File: config.mk
export PLATFORM = sky130hd
export DESIGN_NAME = line_capture_flat
export DESIGN_NICKNAME = d
export VERILOG_FILES = /design/src/rtl/scandbl_pixel_pkg.sv /design/src/rtl/scandbl_timing_pkg.sv /design/src/rtl/line_buf_if.sv /design/src/rtl/line_capture.sv /design/src/flat_wrapper.sv
export VERILOG_INCLUDE_DIRS = /design/src /design/src/include
export SDC_FILE = /design/constraint.sdc
export NUM_CORES = 1
export LEC_CHECK = 0
export BUFFER_PORTS_ARGS = -buffer_cell sky130_fd_sc_hd__buf_2
export CAP_MARGIN = 10
export CELL_PAD_IN_SITES_DETAIL_PLACEMENT = 0
export CELL_PAD_IN_SITES_GLOBAL_PLACEMENT = 1
export CORE_UTILIZATION = 37
export CTS_CLUSTER_SIZE = 14
export DETAILED_ROUTE_END_ITERATION = 16
export MAX_ROUTING_LAYER = met4
export PLACE_DENSITY_LB_ADDON = 0.1
export SYNTH_ARGS = -nofsm -noshare
export SYNTH_HDL_FRONTEND = slang
export SYNTH_SLANG_ARGS = --single-unit
export TNS_END_PERCENT = 10
File: constraint.sdc
create_clock -name clkvga -period 4.7 [get_ports clkvga]
set_input_delay 0.94 -clock clkvga [delete_from_list [all_inputs] [get_ports clkvga]]
set_output_delay 0.94 -clock clkvga [all_outputs]
set_load 0.005 [all_outputs]
File: src/include/scandbl_defines.svh
`ifndef SCANDBL_DEFINES_SVH
`define SCANDBL_DEFINES_SVH

//////////////////////////////////////////////////////////////////////
// Line buffer geometry
//////////////////////////////////////////////////////////////////////

// Pixel index width inside one buffer half
// Gives up to 1024 pixels per source line, blanking included
`define SCANDBL_LINE_AW 10

// Source hsync before this pixel count is treated as a glitch
`define SCANDBL_MIN_LINE 128

//////////////////////////////////////////////////////////////////////
// Output sync timing in clkvga cycles
//////////////////////////////////////////////////////////////////////

// SVGA hsync of 3.36 us at 24 MHz
`define SCANDBL_HSYNC_COUNT 80

// SVGA vsync of 114.32 us at 24 MHz
`define SCANDBL_VSYNC_COUNT 2744

`endif

File: src/rtl/scandbl_pixel_pkg.sv
`default_nettype none

//////////////////////////////////////////////////////////////////////
// Pixel colour types
//////////////////////////////////////////////////////////////////////

package scandbl_pixel_pkg;

	// One colour channel, 8 levels
	typedef logic [2:0] color_t;

	// Full pixel as stored in the line buffer
	// Field order gives r in the top bits
	typedef struct packed {
		color_t r;
		color_t g;
		color_t b;
	} rgb_pixel_t;

endpackage

`default_nettype wire

File: src/rtl/scandbl_timing_pkg.sv
`default_nettype none

`include "scandbl_defines.svh"

//////////////////////////////////////////////////////////////////////
// Line addressing and counter types
//////////////////////////////////////////////////////////////////////

package scandbl_timing_pkg;

	// Buffer address, half select on top of the pixel index
	typedef logic [`SCANDBL_LINE_AW:0] line_addr_t;

	// Pixel count or pixel index within one line
	typedef logic [`SCANDBL_LINE_AW-1:0] line_len_t;

	// Output vsync pulse counter
	typedef logic [15:0] vsync_cnt_t;

endpackage

`default_nettype wire

File: src/rtl/line_buf_if.sv
`timescale 1ns/10ps
`default_nettype none

//////////////////////////////////////////////////////////////////////
// Line buffer ports
//////////////////////////////////////////////////////////////////////

interface line_buf_if;

	// Write side, filled at source pixel rate
	logic wr_en;
	scandbl_timing_pkg::line_addr_t wr_addr;
	scandbl_pixel_pkg::rgb_pixel_t wr_data;

	// Read side, scanned at clkvga rate
	scandbl_timing_pkg::line_addr_t rd_addr;
	scandbl_pixel_pkg::rgb_pixel_t rd_data;

	// Capture block owns the write port
	modport writer (
		output wr_en,
		output wr_addr,
		output wr_data
	);

	// Replay block sends the address and gets data a cycle later
	modport reader (
		output rd_addr,
		input rd_data
	);

	// Memory side
	modport ram (
		input wr_en,
		input wr_addr,
		input wr_data,
		input rd_addr,
		output rd_data
	);

endinterface

`default_nettype wire

File: src/rtl/line_capture.sv
`timescale 1ns/10ps
`default_nettype none

`include "scandbl_defines.svh"

module line_capture (
	input logic clkvga,
	input logic rst_n,
	input logic pix_ce,
	input logic hsync_ext_n,
	input scandbl_pixel_pkg::rgb_pixel_t pixel_in,
	line_buf_if.writer buf_port,
	output logic line_start,
	output scandbl_timing_pkg::line_len_t line_len,
	output logic wr_half
);

	// Index of the next pixel within the active half
	scandbl_timing_pkg::line_len_t pix_idx;

	// End of the current source line on this pixel
	logic line_end;

	//////////////////////////////////////////////////////////////////////
	// Line end detection
	//////////////////////////////////////////////////////////////////////

	// Hsync counts only once the line is long enough
	// Filters glitches and keeps a long sync from switching twice
	assign line_end = pix_ce && !hsync_ext_n &&
		(pix_idx >= scandbl_timing_pkg::line_len_t'(`SCANDBL_MIN_LINE));

	//////////////////////////////////////////////////////////////////////
	// Buffer write port
	//////////////////////////////////////////////////////////////////////

	// One write per source pixel
	assign buf_port.wr_en = pix_ce;
	assign buf_port.wr_data = pixel_in;

	// Pixel that ends a line is pixel 0 of the other half
	always_comb begin
		if (line_end) begin
			buf_port.wr_addr = {~wr_half, {`SCANDBL_LINE_AW{1'b0}}};
		end else begin
			buf_port.wr_addr = {wr_half, pix_idx};
		end
	end

	//////////////////////////////////////////////////////////////////////
	// Index, half select and line length
	//////////////////////////////////////////////////////////////////////

	always_ff @(posedge clkvga or negedge rst_n) begin
		if (!rst_n) begin
			pix_idx <= '0;
			wr_half <= 1'b0;
			line_len <= '0;
			line_start <= 1'b0;
		end else begin
			// Single cycle strobe, half already flipped when seen
			line_start <= line_end;
			if (line_end) begin
				// Pixels written so far make the finished line
				line_len <= pix_idx;
				wr_half <= ~wr_half;
				// Pixel 0 already went in, carry on from 1
				pix_idx <= scandbl_timing_pkg::line_len_t'(1);
			end else if (pix_ce) begin
				pix_idx <= pix_idx + 1'b1;
			end
		end
	end

endmodule

`default_nettype wire

File: src/flat_wrapper.sv
// flat-port wrapper written by rule: the top's interface ports become plain ports
module line_capture_flat 
  (clkvga, rst_n, pix_ce, hsync_ext_n, pixel_in, line_start, line_len, wr_half, buf_port_wr_en, buf_port_wr_addr, buf_port_wr_data);
  line_buf_if buf_port_i ();
  input logic clkvga;
  input logic rst_n;
  input logic pix_ce;
  input logic hsync_ext_n;
  input scandbl_pixel_pkg::rgb_pixel_t pixel_in;
  output logic line_start;
  output scandbl_timing_pkg::line_len_t line_len;
  output logic wr_half;
  output wire logic [$bits(buf_port_i.wr_en)-1:0] buf_port_wr_en;
  output wire logic [$bits(buf_port_i.wr_addr)-1:0] buf_port_wr_addr;
  output wire logic [$bits(buf_port_i.wr_data)-1:0] buf_port_wr_data;
  assign buf_port_wr_en = buf_port_i.wr_en;
  assign buf_port_wr_addr = buf_port_i.wr_addr;
  assign buf_port_wr_data = buf_port_i.wr_data;
  line_capture u_core (.clkvga(clkvga), .rst_n(rst_n), .pix_ce(pix_ce), .hsync_ext_n(hsync_ext_n), .pixel_in(pixel_in), .buf_port(buf_port_i), .line_start(line_start), .line_len(line_len), .wr_half(wr_half));
endmodule
# After elaboration in Yosys (flattened, before gate mapping)
# Index checks and enable logic that the tools add are counted.
# classes
mux	3
n_addsub	1
n_lt_le_gt_ge	1
reduce_logical	4
n_bitwise	1
# ops
op	count
$mux W10	2
$mux W11	1
$add A10 B1 Y10 const B	1
$ge A10 B8 Y1 const B	1
$logic_and A1 B1 Y1	2
$reduce_bool A2 Y1	1
$logic_not A1 Y1	1
$not A1 Y1	1
# totals
out_inout_bits	33
reg_bits	22
word_cells	14
in_bits	13

# Logic depth before layout (Yosys ltp)
# Gate-level depths: netlist of run 1.
# logic_depth
word_depth	4
mapped_depth	6
depth_no_buf	4

# Least setup slack after synthesis of run 1
# OpenSTA, ideal clock, no wires.
# synth_path
path_type	input -> output
startpoint	input port hsync_ext_n
endpoint	output port buf_port_wr_addr[2]
n_path_buf	2
t_required_ps	3760
t_arrival_ps	1753
cell_stages	5
setup_slack_ps	2007
path_cell_list	and2b_1 -> nand2b_1 -> buf_4 -> buf_4 -> and2_2
# synth_via
elab_chain_len	4
# synth_rtl
element	line_no	text
from (decl)	flat_wrapper.sv:8	input logic hsync_ext_n;
$logic_not A1 Y1	line_capture.sv:30	assign line_end = pix_ce && !hsync_ext_n &&
$logic_and A1 B1 Y1 (2 in a row)	line_capture.sv:30	
$mux W11	line_capture.sv:43	if (line_end) begin
to (decl)	flat_wrapper.sv:14	output wire logic [$bits(buf_port_i.wr_addr)-1:0] buf_port_wr_addr;
# No other way between the ends.

# Worst setup path in the final report of run 1
# layout_path
startpoint	input port pix_ce
endpoint	output port buf_port_wr_addr[1]
# layout_via
elab_chain_len	3
# layout_rtl
element	line_no	text
from (decl)	flat_wrapper.sv:7	input logic pix_ce;
$logic_and A1 B1 Y1 (2 in a row)	line_capture.sv:30	
$mux W11	line_capture.sv:43	
# No other way between the ends.

==> run summary, run 1 <==
initial DRC count = 29
Seq/Total Area, Yosys = 48.9%
Synth cell types = 28
Period minus WS final = 3350 ps
crit start category = input pin
Antenna Cells = 0
CTS tree = built
static leakage = 0.624 nW
Clk pin slew, worst setup/hold paths = 120 ps
Final Hold Viols = 0
fin area = 1230 um^2
failing checks = DRC
top post-synthesis cells by area = dfrtp_1, buf_4, mux2_2
Max-cap violations = 0
Switching Fraction = 31.5%
R2R Setup Slk = 2720 ps
Setup Viol. Count Final = 0
Die Y-Extent = 57.2 um
final worst-path cycle share = 71.2%
Cell Int Power = 0.314 mW
PostCTS Resize Cnt = 0
Die Wd = 57.2 um
total track usage = 14.4%
Clock Tree Buf Depth = 2
worst-margin pin slew = 716 ps
Placement Rows = 19
clock power share = 21.8%
# DRC = 5
Arr. time, crit path = 2410 ps
Mapped Cells = 107
Clock Skew = 6.40 ps
worst-path maximum fanout = 18
H-tree Lvls = 1
most common cell in the netlist = dfrtp_1
P per Cell Area = 373 nW/um^2
Slew Limit Fails = 0
vias in the first global route = 800
GPL Wtd Cong = 0.742
Comb pwr share = 22.4%
syn avg cell area = 10.5 um^2
Synth Warn # = 0
Async SR Flop Fraction = 100%
RSZ-0062 raised after global routing = no
synthesized area = 1130 um^2
layout cells sized above 1 = 34.7%
Post-DP Area = 1190 um^2
Post CTS Setup Buffer Count = 0
area grow syn2layout = 9.00%
Core ar. = 2830 um^2
fmax = 0.299 GHz
hold_buf cts = 0
CTS sink cnt = 22
starting density of the core = 39.8%
clock root cell = clkbuf_4
IO Count = 46
Slew headroom = 52.3%
Main synth FF type = dfrtp_1
Seq cells post-synth = 22
routed wire length = 2000 um
Syn Nets = 122
first-pass GRT wire length = 3600 um
Psw = 0.144 mW
TNS Setup = 0 ps
Crit. End Element = primary output
drt pass-1 iters = 11
Routed Antenna Nets = 0
Nets = 140
Via Count = 782
Synth top area share = 48.9%
Synth area leader = dfrtp_1
Num CTS Buffers = 3
post-layout util = 43.4%
Tightest Hold Check Type = flip-flop to flip-flop
status = complete, but fails checks
Req. time, crit path = 3760 ps
count of port buffers added during placement = 27
Vias per Instance = 5.05
worst setup path category = input pin to primary output
Worst VDD drop = 0.000161 V
Congestion Overflow GR = 0
die area = 3270 um^2
pin count of the biggest net entering global routing = 23
post-DP HPWL = 1420 um
EDFF count, synth = 0
top cells by count, synth = dfrtp_1, buf_4, and2_1, o21ai_0, nor2_1
Tot Pwr = 0.457 mW
DR WL/cell = 12.9 um
clk_lat worst skew = 290 ps
Flop pwr share = 55.8%
antenna violations before repair = 0
-- metal layers --
layer	track usage [%]	part of all wire (%)
met1	19.8	49
met5	-	0
met3	2.72	4.1
met4	3.14	0.55
met2	22.2	46
-- placed cells by master, fill, tap and decap left out, types with 2 or more instances in the layout --
cell and count:
mux2_2 6, a21oi_1 4, nand2_1 4, or3_1 2, ha_1 2, xor2_1 3, inv_1 2, buf_2 27
nand3_1 3, nor2_1 7, nand2b_1 2, nand4_1 4, xnor2_1 2, a22o_1 3, clkbuf_4 3, and2_1 8
dfrtp_1 22, nor3_1 2, o21ai_0 8
-- through the flow --
stage / hold WS, ps / worst slack (ps) / instances
after floorplan: 489 / 2010 / 107
after global placement: 485 / 1390 / 151
after detailed placement: 485 / 1330 / 151
after CTS: 513 / 1320 / 155
after global routing: 528 / 1100 / 155
final: 508 / 1350 / 155
-- cell families after synthesis --
family,count (synthesis),share of synthesized area [%]
AND/OR/NAND/NOR,37,18.7
multiplexers,6,6.00
XOR/XNOR,5,3.89
flip-flops,22,48.9
buffers and inverters,17,10.7
adder cells (fa/ha/maj),2,2.22
AO/OA/AOI/OAI,18,9.67
-- area by class of cell --
type	instances	area, um^2
Fill cell	289	1600
Sequential cell	22	551
Multi-Input combinational cell	68	455
Timing Repair Buffer	27	135
Tap cell	31	38.8
Clock buffer	4	36.3
Inverter	3	11.3
-- sequential cells by signal (all words and copies together), names as in the netlist --
signal and flops:
u_core.pix_idx 10, u_core.wr_half 1, u_core.line_start 1, u_core.line_len 10
-- worst paths after layout --
path / cells after the start / from / endpoint
setup / recovery: 6 / pix_ce / buf_port_wr_addr[1]
hold / removal: 1 / u_core.line_len[8]$_DFFE_PN0P_ / u_core.line_len[8]$_DFFE_PN0P_
setup reg to reg: 3 / u_core.pix_idx[7]$_DFFE_PN0P_ / u_core.line_len[2]$_DFFE_PN0P_
hold reg to reg: 1 / u_core.line_len[8]$_DFFE_PN0P_ / u_core.line_len[8]$_DFFE_PN0P_
max in group asynchronous: 1 / rst_n / u_core.pix_idx[1]$_DFFE_PN0P_
min in group asynchronous: 1 / rst_n / u_core.line_len[6]$_DFFE_PN0P_
-- critical path: stages --
cell,delay (ps)
buf_2,170
and2b_1,240
nand2b_1,530
inv_2,250
nor2_1,140
buf_2,120
-- power by group through the flow --
stage	combinational, mW	sequential (mW)	clock (mW)
3_5_place_dp	0.104	0.260	0
2_1_floorplan	0.0744	0.249	0
5_1_grt	0.120	0.263	0.114
4_1_cts	0.105	0.256	0.106
3_3_place_gp	0.104	0.259	0
6_report	0.102	0.255	0.0998
No activity file was read; power rests on OpenSTA's default activity.
==> run 2, diff against run 1 <==
--- a/config.mk
+++ b/config.mk
@@ -6,11 +6,12 @@
 export SDC_FILE = /design/constraint.sdc
 export NUM_CORES = 1
 export LEC_CHECK = 0
+export ABC_AREA = 1
 export BUFFER_PORTS_ARGS = -buffer_cell sky130_fd_sc_hd__buf_2
 export CAP_MARGIN = 10
 export CELL_PAD_IN_SITES_DETAIL_PLACEMENT = 0
 export CELL_PAD_IN_SITES_GLOBAL_PLACEMENT = 1
-export CORE_UTILIZATION = 37
+export CORE_UTILIZATION = 31
 export CTS_CLUSTER_SIZE = 14
 export DETAILED_ROUTE_END_ITERATION = 16
 export MAX_ROUTING_LAYER = met4
==> constraint.sdc (replaced) <==
create_clock -name clkvga -period 2.8 [get_ports clkvga]
set_input_delay 0.56 -clock clkvga [delete_from_list [all_inputs] [get_ports clkvga]]
set_output_delay 0.56 -clock clkvga [all_outputs]
set_load 0.005 [all_outputs]
==> run summary, run 2 <==
DR WL/cell = 11.7 um (was 12.9 um)
Synth top area share = 45.4% (was 48.9%)
Worst VDD drop = 0.000290 V (was 0.000161 V)
Slew Limit Fails = 0 (unchanged)
clock root cell = clkbuf_8 (was clkbuf_4)
total track usage = 13.5% (was 14.4%)
Die Y-Extent = 64.5 um (was 57.2 um)
Via Count = 925 (was 782)
syn avg cell area = 8.66 um^2 (was 10.5 um^2)
Arr. time, crit path = 1490 ps (was 2410 ps)
Vias per Instance = 4.47 (was 5.05)
Synth Warn # = 0 (unchanged)
Die Wd = 64.5 um (was 57.2 um)
Num CTS Buffers = 3 (unchanged)
routed wire length = 2430 um (was 2000 um)
antenna violations before repair = 0 (unchanged)
clk_lat worst skew = 260 ps (was 290 ps)
Clock Skew = 4.63 ps (was 6.40 ps)
vias in the first global route = 951 (was 800)
layout cells sized above 1 = 35.2% (was 34.7%)
top post-synthesis cells by area = dfrtp_1, nand2_1, buf_4 (was dfrtp_1, buf_4, mux2_2)
first-pass GRT wire length = 4200 um (was 3600 um)
Async SR Flop Fraction = 100% (unchanged)
Max-cap violations = 0 (unchanged)
Post-DP Area = 1300 um^2 (was 1190 um^2)
most common cell after layout, fill and taps aside = buf_2 (unchanged)
synthesized area = 1210 um^2 (was 1130 um^2)
worst setup path category = input pin to primary output (unchanged)
drt pass-1 iters = 3 (was 11)
Placement Rows = 22 (was 19)
most common cell in the netlist = nand2_1 (was dfrtp_1)
top cells by count, synth = nand2_1, dfrtp_1, nor2_1 (was dfrtp_1, buf_4, and2_1, o21ai_0, nor2_1)
Seq cells post-synth = 22 (unchanged)
Post CTS Setup Buffer Count = 0 (unchanged)
Seq/Total Area, Yosys = 45.4% (was 48.9%)
Congestion Overflow GR = 0 (unchanged)
die area = 4170 um^2 (was 3270 um^2)
CTS tree = built (unchanged)
count of port buffers added during placement = 27 (unchanged)
most frequent cells in the layout = buf_2, nand2_1, dfrtp_1, nor2_1, inv_1 (was buf_2, dfrtp_1, and2_1, o21ai_0, nor2_1)
crit start category = input pin (unchanged)
Clock Tree Buf Depth = 2 (unchanged)
IO Count = 46 (unchanged)
Period minus WS final = 2050 ps
Routed Antenna Nets = 0 (unchanged)
P per Cell Area = 837 nW/um^2 (was 373 nW/um^2)
pin count of the biggest net entering global routing = 27 (was 23)
Synth area leader = dfrtp_1 (unchanged)
fmax = 0.488 GHz
post-DP HPWL = 1760 um (was 1420 um)
status = finished clean (was complete, but fails checks)
Setup Viol. Count Final = 0 (unchanged)
Synth cell types = 22 (was 28)
Req. time, crit path = 2240 ps (was 3760 ps)
# DRC = 0 (was 5)
final worst-path cycle share = 73.2%
PostCTS Resize Cnt = 0 (unchanged)
Regs by FF count = u_core.line_len: 10 flops, u_core.pix_idx: 10 flops (unchanged)
TNS Setup = 0 ps (unchanged)
H-tree Lvls = 1 (unchanged)
EDFF count, synth = 0 (unchanged)
starting density of the core = 32.6% (was 39.8%)
Mapped Cells = 140 (was 107)
worst-margin pin slew = 508 ps (was 716 ps)
RSZ-0062 raised after global routing = no (unchanged)
Clk pin slew, worst setup/hold paths = 80 ps (was 120 ps)
Final Hold Viols = 0 (unchanged)
area grow syn2layout = 11.6% (was 9.00%)
# fillers = 410 (was 289)
Core ar. = 3720 um^2 (was 2830 um^2)
hold_buf cts = 0 (unchanged)
Antenna Cells = 0 (unchanged)
GPL Wtd Cong = 0.772 (was 0.742)
static leakage = 0.704 nW (was 0.624 nW)
Crit. End Element = primary output (unchanged)
Syn Nets = 155 (was 122)
Tightest Hold Check Type = input pin to async pin (was flip-flop to flip-flop)
worst-path maximum fanout = 13 (was 18)
Nets = 175 (was 140)
fin area = 1350 um^2 (was 1230 um^2)
initial DRC count = 24 (was 29)
Main synth FF type = dfrtp_1 (unchanged)
CTS sink cnt = 22 (unchanged)
Slew headroom = 66.2% (was 52.3%)
==> run 2: changes by cell type in the layout (fill, tap and decap cells not counted), sizes merged, moves of 2 or more <==
cell / before / now
nand2: 4 / 32
nor2: 7 / 26
inv: 3 / 15
and2: 9 / 0
mux2: 6 / 0
nand3: 4 / 9
o21ai: 8 / 13
nand4: 4 / 0
a22o: 3 / 0
or3: 3 / 0
nand2b: 2 / 0
nor3: 2 / 0
xor2: 3 / 1
==> run 2: final timing paths <==
kind / start / to / slack (ps) / cells after the start
worst min register to register: u_core.line_len[1]$_DFFE_PN0P_ / u_core.line_len[1]$_DFFE_PN0P_ / 480 / 2
worst min-delay path: rst_n / u_core.line_start$_DFF_PN0_ / 260 / 1
worst max-delay path: pix_ce / buf_port_wr_addr[0] / 750 / 5
min in group clkvga: u_core.line_len[1]$_DFFE_PN0P_ / u_core.line_len[1]$_DFFE_PN0P_ / 480 / 2
max in group asynchronous: rst_n / u_core.pix_idx[0]$_DFFE_PN0P_ / 2200 / 1
worst max register to register: u_core.pix_idx[8]$_DFFE_PN0P_ / u_core.pix_idx[4]$_DFFE_PN0P_ / 1390 / 6
==> run 2: metal layers <==
metal	share of wire, %	GRT usage, %	routed length, um
met1	45	15.7	1100
met2	47	22.8	1140
met3	5.7	2.11	139
met4	2.0	6.39	48
met5	0	-	0
==> run 2: worst max-delay path, cell delays in order <==
cell	delay [ps]
buf_2	230
nand2_2	150
a21oi_4	320
nor2_2	80
buf_2	140
==> run 2: layout make-up <==
| type | instances | area [um^2] | share of cell area [%] |
|---|---|---|---|
| clock buffers | 4 | 55.1 | 4.07 |
| inverters | 15 | 56.3 | 4.16 |
| multi-input cells | 90 | 488 | 36.1 |
| flip-flops and latches | 22 | 551 | 40.7 |
| well taps | 48 | 60.1 | 4.44 |
| repair buffers | 28 | 143 | 10.5 |
==> run 2: power breakdown <==
part           internal (mW)  switching (mW)
Combinational          0.181           0.225
Clock                  0.125           0.102
Sequential             0.423          0.0754
==> run 2: per-stage QoR <==
| stage | power [mW] | hold WS (ps) | util [%] | cells | setup slack [ps] |
|---|---|---|---|---|---|
| 2_1_floorplan | 0.772 | 264 | - | 140 | 1200 |
| 3_3_place_gp | 0.912 | 460 | 34.9 | 203 | 756 |
| 3_5_place_dp | 0.920 | 469 | 34.9 | 203 | 729 |
| 4_1_cts | 1.15 | 277 | 36.4 | 207 | 721 |
| 5_1_grt | 1.24 | 282 | 36.4 | 207 | 631 |
| 6_report | 1.13 | 258 | 36.4 | 207 | 750 |
==> run 2: logic make-up after synthesis <==
kind of cell | count (synthesis) | synth area share (%)
AND/OR/NAND/NOR | 67 | 25.2
buffers and inverters | 28 | 14.3
flip-flops | 22 | 45.4
AO/OA/AOI/OAI | 18 | 10.8
XOR/XNOR | 3 | 2.17
adder cells (fa/ha/maj) | 2 | 2.06
==> run 3, diff against run 2 <==
--- a/config.mk
+++ b/config.mk
@@ -11,7 +11,7 @@
 export CAP_MARGIN = 10
 export CELL_PAD_IN_SITES_DETAIL_PLACEMENT = 0
 export CELL_PAD_IN_SITES_GLOBAL_PLACEMENT = 1
-export CORE_UTILIZATION = 31
+export CORE_UTILIZATION = 34
 export CTS_CLUSTER_SIZE = 14
 export DETAILED_ROUTE_END_ITERATION = 16
 export MAX_ROUTING_LAYER = met4
==> constraint.sdc (replaced) <==
create_clock -name clkvga -period 2 [get_ports clkvga]
set_input_delay 0.4 -clock clkvga [delete_from_list [all_inputs] [get_ports clkvga]]
set_output_delay 0.4 -clock clkvga [all_outputs]
set_load 0.005 [all_outputs]
==> run summary, run 3 (synthesis gave the netlist of run 2 again) <==
Arr. time, crit path = 1440 ps (was 1490 ps)
IO Count = 46 (unchanged)
Regs by FF count = u_core.line_len: 10 flops, u_core.pix_idx: 10 flops (unchanged)
clock root cell = clkbuf_4 (was clkbuf_8)
static leakage = 0.696 nW (was 0.704 nW)
CTS sink cnt = 22 (unchanged)
fmax = 0.544 GHz
Placed Instances = 201 (was 203)
# DRC = 0 (unchanged)
clk_lat worst skew = 310 ps (was 260 ps)
P per Cell Area = 1140 nW/um^2 (was 837 nW/um^2)
Req. time, crit path = 1600 ps (was 2240 ps)
Via Count = 910 (was 925)
CTS tree = built (unchanged)
most frequent cells in the layout = buf_2, nand2_1, dfrtp_1, nor2_1, inv_1 (unchanged)
antenna violations before repair = 0 (unchanged)
RSZ-0062 raised after global routing = no (unchanged)
Core ar. = 3360 um^2 (was 3720 um^2)
Routed Antenna Nets = 0 (unchanged)
drt pass-1 iters = 4 (was 3)
Nets = 175 (unchanged)
final hold slack = 35.9 ps (was 258 ps)
Post CTS Setup Buffer Count = 0 (unchanged)
Clk pin slew, worst setup/hold paths = 130 ps (was 80 ps)
Crit. End Element = primary output (unchanged)
CP Buf/Inv Count = 1 (was 2)
count of port buffers added during placement = 27 (unchanged)
Slew Limit Fails = 0 (unchanged)
final worst-path cycle share = 91.8%
die area = 3810 um^2 (was 4170 um^2)
Die Wd = 61.7 um (was 64.5 um)
GPL Wtd Cong = 0.720 (was 0.772)
Vias per Instance = 4.44 (was 4.47)
final non-filler cell total = 205 (was 207)
total track usage = 14.4% (was 13.5%)
CP max stage delay = 470 ps (was 320 ps)
worst-path maximum fanout = 14 (was 13)
Tightest Hold Check Type = input pin to async pin (unchanged)
PostCTS Resize Cnt = 0 (unchanged)
most common cell after layout, fill and taps aside = buf_2 (unchanged)
Congestion Overflow GR = 0 (unchanged)
Period minus WS final = 1840 ps
worst-margin pin slew = 499 ps (was 508 ps)
H-tree Lvls = 1 (unchanged)
Setup Viol. Count Final = 0 (unchanged)
initial DRC count = 40 (was 24)
Clock Skew = 8.38 ps (was 4.63 ps)
worst setup path category = flip-flop to primary output (was input pin to primary output)
slowest CP cell = dfrtp_1 (was a21oi_4)
pin count of the biggest net entering global routing = 23 (was 27)
Num CTS Buffers = 3 (unchanged)
hold_buf cts = 0 (unchanged)
TNS Setup = 0 ps (unchanged)
first-pass GRT wire length = 3730 um (was 4200 um)
Slew headroom = 66.7% (was 66.2%)
crit start category = flip-flop (was input pin)
post-DP HPWL = 1720 um (was 1760 um)
vias in the first global route = 790 (was 951)
area grow syn2layout = 9.80% (was 11.6%)
Largest delay share family, worst path = flip-flops (was buffers and inverters)
starting density of the core = 36.0% (was 32.6%)
Die Y-Extent = 61.7 um (was 64.5 um)
Antenna Cells = 0 (unchanged)
Clock Tree Buf Depth = 2 (unchanged)
crit-path cells = nor2_4, nand2_2, nand2_4, xnor2_1, buf_2 (was buf_2, nand2_2, a21oi_4, nor2_2, buf_2)
DR WL/cell = 11.2 um (was 11.7 um)
layout cells sized above 1 = 35.2% (unchanged)
Worst VDD drop = 0.000454 V (was 0.000290 V)
Final Hold Viols = 0 (unchanged)
Placement Rows = 21 (was 22)
status = finished clean (unchanged)
routed wire length = 2300 um (was 2430 um)
Max-cap violations = 0 (unchanged)
## run 3: cell types whose count changed in the layout (fill, tap and decap cells not counted)
cell,change
clkbuf_8,-3
clkbuf_4,+3
## run 3: final timing paths
path	start	end	slack (ps)	cells after the start
max	u_core.pix_idx[8]$_DFFE_PN0P_	buf_port_wr_addr[10]	160	5
min	rst_n	u_core.line_len[4]$_DFFE_PN0P_	40	1
max reg2reg	u_core.pix_idx[8]$_DFFE_PN0P_	u_core.pix_idx[1]$_DFFE_PN0P_	630	6
min reg2reg	u_core.line_len[2]$_DFFE_PN0P_	u_core.line_len[2]$_DFFE_PN0P_	490	2
max in group asynchronous	rst_n	u_core.pix_idx[4]$_DFFE_PN0P_	1620	1
min in group clkvga	hsync_ext_n	u_core.line_len[8]$_DFFE_PN0P_	420	4
## run 3: layout make-up
cell class	count	area [um^2]
fill	387	2030
inverter	15	56.3
multi-input combinational	90	488
sequential	22	551
tap	46	57.6
timing repair buffer	28	143
clock buffer	4	36.3
## run 3: where the power goes
group / leakage [nW] / total [mW] / internal [mW] / switching (mW)
Combinational: 0.391 / 0.576 / 0.254 / 0.322
Clock: 0.0210 / 0.248 / 0.111 / 0.137
Sequential: 0.284 / 0.693 / 0.590 / 0.103
## run 3: metal layers
metal / global-route usage (%) / vias up / part of all wire, %
li1: - / 462 / -
met1: 19.2 / 420 / 49
met2: 20.6 / 22 / 44
met3: 3.31 / 6 / 5.1
met4: 7.30 / 0 / 1.2
met5: - / - / 0
## run 3: worst reg2reg max path: cells and delay by family, from the launching register on
kind	cells	cell delay, ps
DFF	1	470
buffers and inverters	1	260
and+or+nand+nor	4	480
AOI/OAI and AO/OA	1	80
## run 3: stage by stage
| stage | area [um^2] | util (%) | setup WS [ps] | power, mW |
|---|---|---|---|---|
| 2_1_floorplan | 1210 | - | 717 | 1.08 |
| 3_3_place_gp | 1290 | 38.5 | 310 | 1.29 |
| 3_5_place_dp | 1290 | 38.5 | 267 | 1.29 |
| 4_1_cts | 1330 | 39.6 | 132 | 1.55 |
| 5_1_grt | 1330 | 39.6 | 46.6 | 1.68 |
| 6_report | 1330 | 39.6 | 163 | 1.52 |
